[config.mk]
export PLATFORM = sky130hd
export DESIGN_NAME = wb_core_top
export DESIGN_NICKNAME = d
export VERILOG_FILES = /design/src/common/rv_pkg.sv /design/src/writeback/next_pc_unit.sv /design/src/writeback/writeback_stage.sv /design/src/source/register_file.sv /design/src/source/retire_monitor.sv /design/src/source/wb_core_top.sv
export SDC_FILE = /design/constraint.sdc
export NUM_CORES = 2
export LEC_CHECK = 0
export ABC_AREA = 1
export BUFFER_PORTS_ARGS = -buffer_cell sky130_fd_sc_hd__buf_4
export CAP_MARGIN = 20
export CORE_ASPECT_RATIO = 2
export CORE_MARGIN = 4
export CORE_UTILIZATION = 40
export CTS_CLUSTER_DIAMETER = 80
export DETAILED_ROUTE_END_ITERATION = 12
export PLACE_DENSITY = 0.55
export SLEW_MARGIN = 20
export SYNTH_ARGS = -nofsm -noshare
export SYNTH_HDL_FRONTEND = slang
export SYNTH_SLANG_ARGS = --single-unit
[constraint.sdc]
create_clock -name clk -period 3.6 [get_ports clk]
set_input_delay 0.18 -clock clk [delete_from_list [all_inputs] [get_ports clk]]
set_output_delay 0.18 -clock clk [all_outputs]
set_load 0.02 [all_outputs]
[src/common/rv_pkg.sv]
package rv_pkg;

    //////////////////////////////////////////////////
    // Word width
    //////////////////////////////////////////////////

    parameter int xlen = 32;

    // Field widths of the select and command codes.
    parameter int wb_sel_w  = 4;
    parameter int csr_cmd_w = 3;
    parameter int reg_addr_w = 5;

    //////////////////////////////////////////////////
    // Write-back select codes
    //////////////////////////////////////////////////

    // ALU result, also the fallback for unknown codes.
    parameter logic [wb_sel_w-1:0] wb_x     = 4'd0;
    // Loads, extended by width.
    parameter logic [wb_sel_w-1:0] wb_memb  = 4'd1;
    parameter logic [wb_sel_w-1:0] wb_membu = 4'd2;
    parameter logic [wb_sel_w-1:0] wb_memh  = 4'd3;
    parameter logic [wb_sel_w-1:0] wb_memhu = 4'd4;
    parameter logic [wb_sel_w-1:0] wb_memw  = 4'd5;
    // Return address for jal and jalr.
    parameter logic [wb_sel_w-1:0] wb_pc    = 4'd6;
    parameter logic [wb_sel_w-1:0] wb_csr   = 4'd7;

    //////////////////////////////////////////////////
    // CSR command codes
    //////////////////////////////////////////////////

    parameter logic [csr_cmd_w-1:0] csr_x     = 3'd0;
    parameter logic [csr_cmd_w-1:0] csr_w     = 3'd1;
    parameter logic [csr_cmd_w-1:0] csr_s     = 3'd2;
    parameter logic [csr_cmd_w-1:0] csr_c     = 3'd3;
    // The three codes below redirect to the trap vector.
    parameter logic [csr_cmd_w-1:0] csr_ecall = 3'd4;
    parameter logic [csr_cmd_w-1:0] csr_mret  = 3'd5;
    parameter logic [csr_cmd_w-1:0] csr_sret  = 3'd6;

    //////////////////////////////////////////////////
    // Register file write enable
    //////////////////////////////////////////////////

    parameter logic ren_s = 1'b1;

endpackage

[src/writeback/next_pc_unit.sv]
`timescale 1ns/10ps

module next_pc_unit (
    input  logic [rv_pkg::xlen-1:0]      pc_plus4_i,
    input  logic                         br_flg_i,
    input  logic [rv_pkg::xlen-1:0]      br_target_i,
    input  logic                         jmp_flg_i,
    input  logic [rv_pkg::xlen-1:0]      alu_out_i,
    input  logic [rv_pkg::csr_cmd_w-1:0] csr_cmd_i,
    input  logic [rv_pkg::xlen-1:0]      trap_vector_i,
    output logic [rv_pkg::xlen-1:0]      next_pc_o,
    output logic                         branch_hazard_o
);

    logic is_trap;

    // Only ecall, mret and sret trap; csr_w, csr_s and csr_c do not.
    assign is_trap = (csr_cmd_i == rv_pkg::csr_ecall) ||
                     (csr_cmd_i == rv_pkg::csr_mret)  ||
                     (csr_cmd_i == rv_pkg::csr_sret);

    // Fixed priority: branch, jump, trap, sequential.
    always_comb begin
        if (br_flg_i) begin
            next_pc_o = br_target_i;
        end else if (jmp_flg_i) begin
            next_pc_o = alu_out_i;
        end else if (is_trap) begin
            next_pc_o = trap_vector_i;
        end else begin
            next_pc_o = pc_plus4_i;
        end
    end

    // Any redirect flushes the front end.
    assign branch_hazard_o = br_flg_i | jmp_flg_i | is_trap;

endmodule

[src/writeback/writeback_stage.sv]
`timescale 1ns/10ps

module writeback_stage (
    input  logic [rv_pkg::xlen-1:0]      pc_i,
    input  logic [rv_pkg::wb_sel_w-1:0]  wb_sel_i,
    input  logic [rv_pkg::xlen-1:0]      csr_rdata_i,
    input  logic [rv_pkg::xlen-1:0]      mem_rdata_i,
    input  logic [rv_pkg::xlen-1:0]      alu_out_i,
    input  logic                         br_flg_i,
    input  logic [rv_pkg::xlen-1:0]      br_target_i,
    input  logic                         jmp_flg_i,
    input  logic [rv_pkg::csr_cmd_w-1:0] csr_cmd_i,
    input  logic [rv_pkg::xlen-1:0]      trap_vector_i,
    output logic [rv_pkg::xlen-1:0]      wb_data_o,
    output logic [rv_pkg::xlen-1:0]      next_pc_o,
    output logic                         branch_hazard_o
);

    logic [rv_pkg::xlen-1:0] pc_plus4;

    // Shared by the return address and the sequential next pc.
    assign pc_plus4 = pc_i + rv_pkg::xlen'(4);

    //////////////////////////////////////////////////
    // Write-back data select
    //////////////////////////////////////////////////

    always_comb begin
        case (wb_sel_i)
            rv_pkg::wb_memb: begin
                wb_data_o = {{(rv_pkg::xlen-8){mem_rdata_i[7]}}, mem_rdata_i[7:0]};
            end
            rv_pkg::wb_membu: begin
                wb_data_o = {{(rv_pkg::xlen-8){1'b0}}, mem_rdata_i[7:0]};
            end
            rv_pkg::wb_memh: begin
                wb_data_o = {{(rv_pkg::xlen-16){mem_rdata_i[15]}}, mem_rdata_i[15:0]};
            end
            rv_pkg::wb_memhu: begin
                wb_data_o = {{(rv_pkg::xlen-16){1'b0}}, mem_rdata_i[15:0]};
            end
            rv_pkg::wb_memw: begin
                wb_data_o = mem_rdata_i;
            end
            rv_pkg::wb_pc: begin
                wb_data_o = pc_plus4;
            end
            rv_pkg::wb_csr: begin
                wb_data_o = csr_rdata_i;
            end
            // wb_x and unknown codes.
            default: begin
                wb_data_o = alu_out_i;
            end
        endcase
    end

    //////////////////////////////////////////////////
    // Redirect
    //////////////////////////////////////////////////

    next_pc_unit next_pc_unit_i (
        .pc_plus4_i      (pc_plus4),
        .br_flg_i        (br_flg_i),
        .br_target_i     (br_target_i),
        .jmp_flg_i       (jmp_flg_i),
        .alu_out_i       (alu_out_i),
        .csr_cmd_i       (csr_cmd_i),
        .trap_vector_i   (trap_vector_i),
        .next_pc_o       (next_pc_o),
        .branch_hazard_o (branch_hazard_o)
    );

endmodule

[src/source/register_file.sv]
`timescale 1ns/10ps

module register_file #(
    parameter logic [rv_pkg::xlen-1:0] stack_top = 32'h0000_2000
) (
    input  logic                          clk,
    input  logic                          arst_n_i,
    input  logic                          we_i,
    input  logic [rv_pkg::reg_addr_w-1:0] waddr_i,
    input  logic [rv_pkg::xlen-1:0]       wdata_i,
    input  logic [rv_pkg::reg_addr_w-1:0] rs1_addr_i,
    input  logic [rv_pkg::reg_addr_w-1:0] rs2_addr_i,
    output logic [rv_pkg::xlen-1:0]       rs1_data_o,
    output logic [rv_pkg::xlen-1:0]       rs2_data_o
);

    localparam int num_regs = 2 ** rv_pkg::reg_addr_w;

    // x0 has no storage.
    logic [rv_pkg::xlen-1:0] regs [1:num_regs-1];

    logic wr_en;

    assign wr_en = (we_i == rv_pkg::ren_s) && (waddr_i != '0);

    always_ff @(posedge clk or negedge arst_n_i) begin
        if (!arst_n_i) begin
            for (int i = 1; i < num_regs; i++) begin
                regs[i] <= '1;
            end
            // Stack pointer starts at the top of data memory.
            regs[2] <= stack_top;
        end else if (wr_en) begin
            regs[waddr_i] <= wdata_i;
        end
    end

    //////////////////////////////////////////////////
    // Read ports
    //////////////////////////////////////////////////

    always_comb begin
        if (rs1_addr_i == '0) begin
            rs1_data_o = '0;
        end else begin
            rs1_data_o = regs[rs1_addr_i];
        end
    end

    always_comb begin
        if (rs2_addr_i == '0) begin
            rs2_data_o = '0;
        end else begin
            rs2_data_o = regs[rs2_addr_i];
        end
    end

endmodule

[src/source/retire_monitor.sv]
`timescale 1ns/10ps

module retire_monitor #(
    parameter logic [rv_pkg::xlen-1:0] exit_pc   = 32'hffff_ff00,
    parameter logic [rv_pkg::xlen-1:0] bubble_pc = 32'hffff_ffff
) (
    input  logic                    clk,
    input  logic                    arst_n_i,
    input  logic [rv_pkg::xlen-1:0] pc_i,
    output logic [31:0]             retire_count_o,
    output logic                    halt_o
);

    logic retire;

    // A bubble carries the reserved pc.
    assign retire = (pc_i != bubble_pc);

    //////////////////////////////////////////////////
    // Retired-instruction counter
    //////////////////////////////////////////////////

    // Keeps counting after halt.
    always_ff @(posedge clk or negedge arst_n_i) begin
        if (!arst_n_i) begin
            retire_count_o <= '0;
        end else if (retire) begin
            retire_count_o <= retire_count_o + 32'd1;
        end
    end

    //////////////////////////////////////////////////
    // Halt flag
    //////////////////////////////////////////////////

    // Sticky until the next reset.
    always_ff @(posedge clk or negedge arst_n_i) begin
        if (!arst_n_i) begin
            halt_o <= 1'b0;
        end else if (pc_i == exit_pc) begin
            halt_o <= 1'b1;
        end
    end

endmodule

[src/source/wb_core_top.sv]
`timescale 1ns/10ps

module wb_core_top #(
    parameter logic [rv_pkg::xlen-1:0] stack_top = 32'h0000_2000,
    parameter logic [rv_pkg::xlen-1:0] exit_pc   = 32'hffff_ff00,
    parameter logic [rv_pkg::xlen-1:0] bubble_pc = 32'hffff_ffff
) (
    input  logic                          clk,
    input  logic                          arst_n_i,
    input  logic [rv_pkg::xlen-1:0]       pc_i,
    input  logic [rv_pkg::wb_sel_w-1:0]   wb_sel_i,
    input  logic [rv_pkg::xlen-1:0]       csr_rdata_i,
    input  logic [rv_pkg::xlen-1:0]       mem_rdata_i,
    input  logic [rv_pkg::xlen-1:0]       alu_out_i,
    input  logic                          br_flg_i,
    input  logic [rv_pkg::xlen-1:0]       br_target_i,
    input  logic                          jmp_flg_i,
    input  logic [rv_pkg::csr_cmd_w-1:0]  csr_cmd_i,
    input  logic [rv_pkg::xlen-1:0]       trap_vector_i,
    input  logic [rv_pkg::reg_addr_w-1:0] wb_addr_i,
    input  logic                          rf_wen_i,
    input  logic [rv_pkg::reg_addr_w-1:0] rs1_addr_i,
    input  logic [rv_pkg::reg_addr_w-1:0] rs2_addr_i,
    output logic [rv_pkg::xlen-1:0]       next_pc_o,
    output logic                          branch_hazard_o,
    output logic [rv_pkg::xlen-1:0]       rs1_data_o,
    output logic [rv_pkg::xlen-1:0]       rs2_data_o,
    output logic [31:0]                   retire_count_o,
    output logic                          halt_o
);

    logic [rv_pkg::xlen-1:0] wb_data;

    writeback_stage writeback_stage_i (
        .pc_i            (pc_i),
        .wb_sel_i        (wb_sel_i),
        .csr_rdata_i     (csr_rdata_i),
        .mem_rdata_i     (mem_rdata_i),
        .alu_out_i       (alu_out_i),
        .br_flg_i        (br_flg_i),
        .br_target_i     (br_target_i),
        .jmp_flg_i       (jmp_flg_i),
        .csr_cmd_i       (csr_cmd_i),
        .trap_vector_i   (trap_vector_i),
        .wb_data_o       (wb_data),
        .next_pc_o       (next_pc_o),
        .branch_hazard_o (branch_hazard_o)
    );

    register_file #(
        .stack_top (stack_top)
    ) register_file_i (
        .clk        (clk),
        .arst_n_i   (arst_n_i),
        .we_i       (rf_wen_i),
        .waddr_i    (wb_addr_i),
        .wdata_i    (wb_data),
        .rs1_addr_i (rs1_addr_i),
        .rs2_addr_i (rs2_addr_i),
        .rs1_data_o (rs1_data_o),
        .rs2_data_o (rs2_data_o)
    );

    retire_monitor #(
        .exit_pc   (exit_pc),
        .bubble_pc (bubble_pc)
    ) retire_monitor_i (
        .clk            (clk),
        .arst_n_i       (arst_n_i),
        .pc_i           (pc_i),
        .retire_count_o (retire_count_o),
        .halt_o         (halt_o)
    );

endmodule

==> impl_results.md <==
* Root buffer cell: sky130_fd_sc_hd__clkbuf_16
* Crit-path slowest cell: sky130_fd_sc_hd__dlygate4sd3_1
* Leakage power of the design at 30.3 nW
* Final worst clock skew at 0.0100 ns
* Minimum clock period after layout at 2.69 ns
* Share of power burned in the clock network at 32.1%
* Internal power at 0.0248 W
* Most area-consuming cells after synthesis: sky130_fd_sc_hd__dfstp_2 41%, sky130_fd_sc_hd__nand2_1 16%, sky130_fd_sc_hd__nand3_1 10%
* Number of clock buffers inserted by TritonCTS at 104
* Result of the run: complete, no violations
* Worst Setup Path Type: input port to output pin
* Max FO, Critical Path at 6
* Distinct cell type count after synthesis at 40
* Unrepaired setup endpoints after global routing: no
* Post-DP HPWL at 173000 um
* Core Footprint at 0.153 mm2
* Number of fillers in the final layout at 15600
* Maximum number of pins on one net before global-route repair at 140
* Worst hold-check path type: input port to flip-flop
* Actual slew at the worst max-slew pin at 1.19 ns
* Total number of clock tree sinks at 1025
* Slew Limit Fails at 0
* Synthesized instance count at 8702
* Data arrival time of the worst path at 2.51 ns
* Final total negative setup slack at 0 ns
* NumNets Final at 8832
* Total placed instance area at 0.0666 mm2
* Total of flip-flops plus latches after synthesis at 1025
* Worst Setup Slack, final at 0.907 ns
* Cell area after synthesis at 0.0617 mm2
* Placement Setup Slack at 0.876 ns
* Data required time of the worst path at 3.42 ns
* Global-route total usage across every layer at 36.8%
* Net Count, Synth at 8924
* Summed area of non-filler cells in the final layout at 0.0702 mm2
* Most Frequent Cell on Critical Path: sky130_fd_sc_hd__nand2_1
* Leading cell type in the layout, fill and taps excluded: sky130_fd_sc_hd__nand2_1
* Reg area at 0.0269 mm2
* Placer congestion estimate at 0.909
* Post-synthesis to final-layout area growth at 13.8%
* Critical path's largest stage delay at 0.53 ns
* Residual overflow from global routing at 0
* Drt initial violations at 8221
* H-Tree Level Count at 3
* Hold Path Depth at 4
* Power density over the cells at 524 mW/mm2
* Peak VDD IR at 0.343 mV
* Fraction of final layout cells with drive strength greater than 1 at 21.1%
* Highest-count cells in the layout ignoring fill and taps: 2628 x sky130_fd_sc_hd__nand2_1, 1241 x sky130_fd_sc_hd__nand3_1, 961 x sky130_fd_sc_hd__dfstp_2
* Warnings, synthesis at 0
* Kind of end point of the critical path: output pin
* Sequential share of the synthesized area at 43.5%
* Number of max-cap violations at 0
* Largest area contributor in the synthesized netlist: sky130_fd_sc_hd__dfstp_2
* Clock slew at the register clock pins of the worst setup and hold paths at 0.06 ns
* Crit path launch type: input port
* F_max at 371 MHz
* Global-route wire length before repair at 441000 um
* Setup fix buffers added after clock tree synthesis at 0
* Total number of placement rows at 203
* Net switching power at 0.0120 W
* Number of endpoints with negative hold slack in the final report at 0
* Port-buffer cells at 348
* Gate power share at 21.5%
* Starting Density at 40.3%
* Detail-routed via count per cell at 6.15
* Cells traversed along the worst timing path: dlygate4sd3_1 > buf_4 > nand2_1 > nor2_1 > nand2_1 > nor2_2 > nand2_1 > nand2_1 > nand2_1 > nand2_1 > nand2_1 > a21oi_1 > buf_4
* Max-Slew Margin vs Limit at 20.7%
* Antenna violations before repair at 7
* Via count of the first global-routing pass at 64700
* Die Span X at 286 um
* Number of remaining DRC errors at 0
* Pre-antenna DRT Iters at 9
* Reg-to-reg slack, setup at 1.37 ns
* Top-level port count at 349
* Setup violation total in the final timing report at 0
* Clock latency at the later pin of the worst-skew pair at 0.72 ns
* Routed wire length at 306000 um
* Area of combinational cells with multiple inputs at 0.0299 mm2
* Area share of the largest cell type after synthesis at 40.9%
* Register-to-Register Path Depth at 10
* Clock tree from TritonCTS: done
* Portion of total power attributed to sequential cells at 46.5%
* Switch share at 32.7%
* Ratio of final minimum period to clock period at 74.8%
* Wire length per cell after detailed routing at 28.5 um
* Die outline height at 563 um
* Average size of a mapped cell at 7.09 um2
* Number of vias in the routed layout at 66100
* Remaining antenna violation count at 0
* Max clock buf depth at 3
* DIE AREA at 0.161 mm2
## worst max-delay path, delay by kind of cell
| kind | cells | cell delay, ns |
|---|---|---|
| simple gates | 9 | 1.37 |
| compound gates | 1 | 0.13 |
| buf+inv | 3 | 0.83 |
## state kept, by name, indices dropped and copies added (netlist names)
| signal | count |
|---|---|
| retire_monitor_i.retire_count_o | 32 |
| register_file_i.regs | 992 |
| retire_monitor_i.halt_o | 1 |
## path summary, 6_finish.rpt
check | from | endpoint
setup / recovery | pc_i[4] | next_pc_o[26]
hold / removal | alu_out_i[0] | register_file_i.regs[320]
min in group asynchronous | arst_n_i | register_file_i.regs[947]
setup reg to reg | retire_monitor_i.retire_count_o[0] | retire_monitor_i.retire_count_o[28]
hold reg to reg | register_file_i.regs[693] | register_file_i.regs[693]
max in group asynchronous | arst_n_i | register_file_i.regs[865]
## cell families after synthesis
group / synth area share (%)
XOR/XNOR: 0.611
flip-flops: 43.5
adder cells (fa/ha/maj): 0.0609
buffers and inverters: 8.51
AND/OR/NAND/NOR: 29.3
AO/OA/AOI/OAI: 18.0
## through the flow
step                util (%)  hold slack (ns)  cells  power (W)
finish                  45.8           0.0803  10700     0.0368
global route            45.8           0.0859  10700     0.0384
CTS                     45.8           0.0295  10700     0.0367
detailed placement      43.5            0.308  10500     0.0249
global placement        43.5            0.304  10500     0.0247
floorplan                  -           -0.116   8702     0.0218
## power by group through the flow
stage          logic, W  clock network (W)  registers (W)
2_1_floorplan   0.00520                  0         0.0166
3_3_place_gp    0.00760                  0         0.0171
3_5_place_dp    0.00774                  0         0.0171
4_1_cts         0.00778             0.0119         0.0170
5_1_grt         0.00876             0.0123         0.0173
6_report        0.00789             0.0118         0.0171
## per-layer routing
| layer | vias up | part of all wire (%) | GRT usage (%) |
|---|---|---|---|
| li1 | 28700 | - | - |
| met1 | 31600 | 35 | 42.4 |
| met2 | 4408 | 46 | 59.5 |
| met3 | 1348 | 10 | 7.67 |
| met4 | 4 | 9.6 | 28.6 |
| met5 | - | 0.0065 | 0 |
## cell usage after synthesis, drive strengths merged
cell	number
inv	521
dfstp	961
nand2	2635
nor3	28
o211ai	247
o21bai	16
nand4	10
o2111ai	93
clkbuf	509
dfrtp	64
xor2	26
clkinv	4
a21oi	584
and2	3
nor2	394
and3	1
xnor2	17
buf	275
nor4	1
o21ai	924
or2	20
o22ai	113
nand3	1242
a211oi	3
a21o	1
nand3b	7
ha	3
## repair_timing
item / in CTS / in global routing
hold buffers: 4 / 0
resized for setup: 0 / 0
hold endpoints to repair: 38 / 0
## final cells by class
| type | count | share of cell area, % |
|---|---|---|
| Sequential cell | 1025 | 38.3 |
| Inverter | 525 | 2.88 |
| Clock buffer | 145 | 4.29 |
| Antenna cell | 3 | 0.0107 |
| Multi-Input combinational cell | 6368 | 42.5 |
| Tap cell | 2050 | 3.65 |
| Clock inverter | 47 | 0.779 |
| Timing Repair Buffer | 586 | 7.59 |
Note: power is estimated with default switching activity, not from simulation.
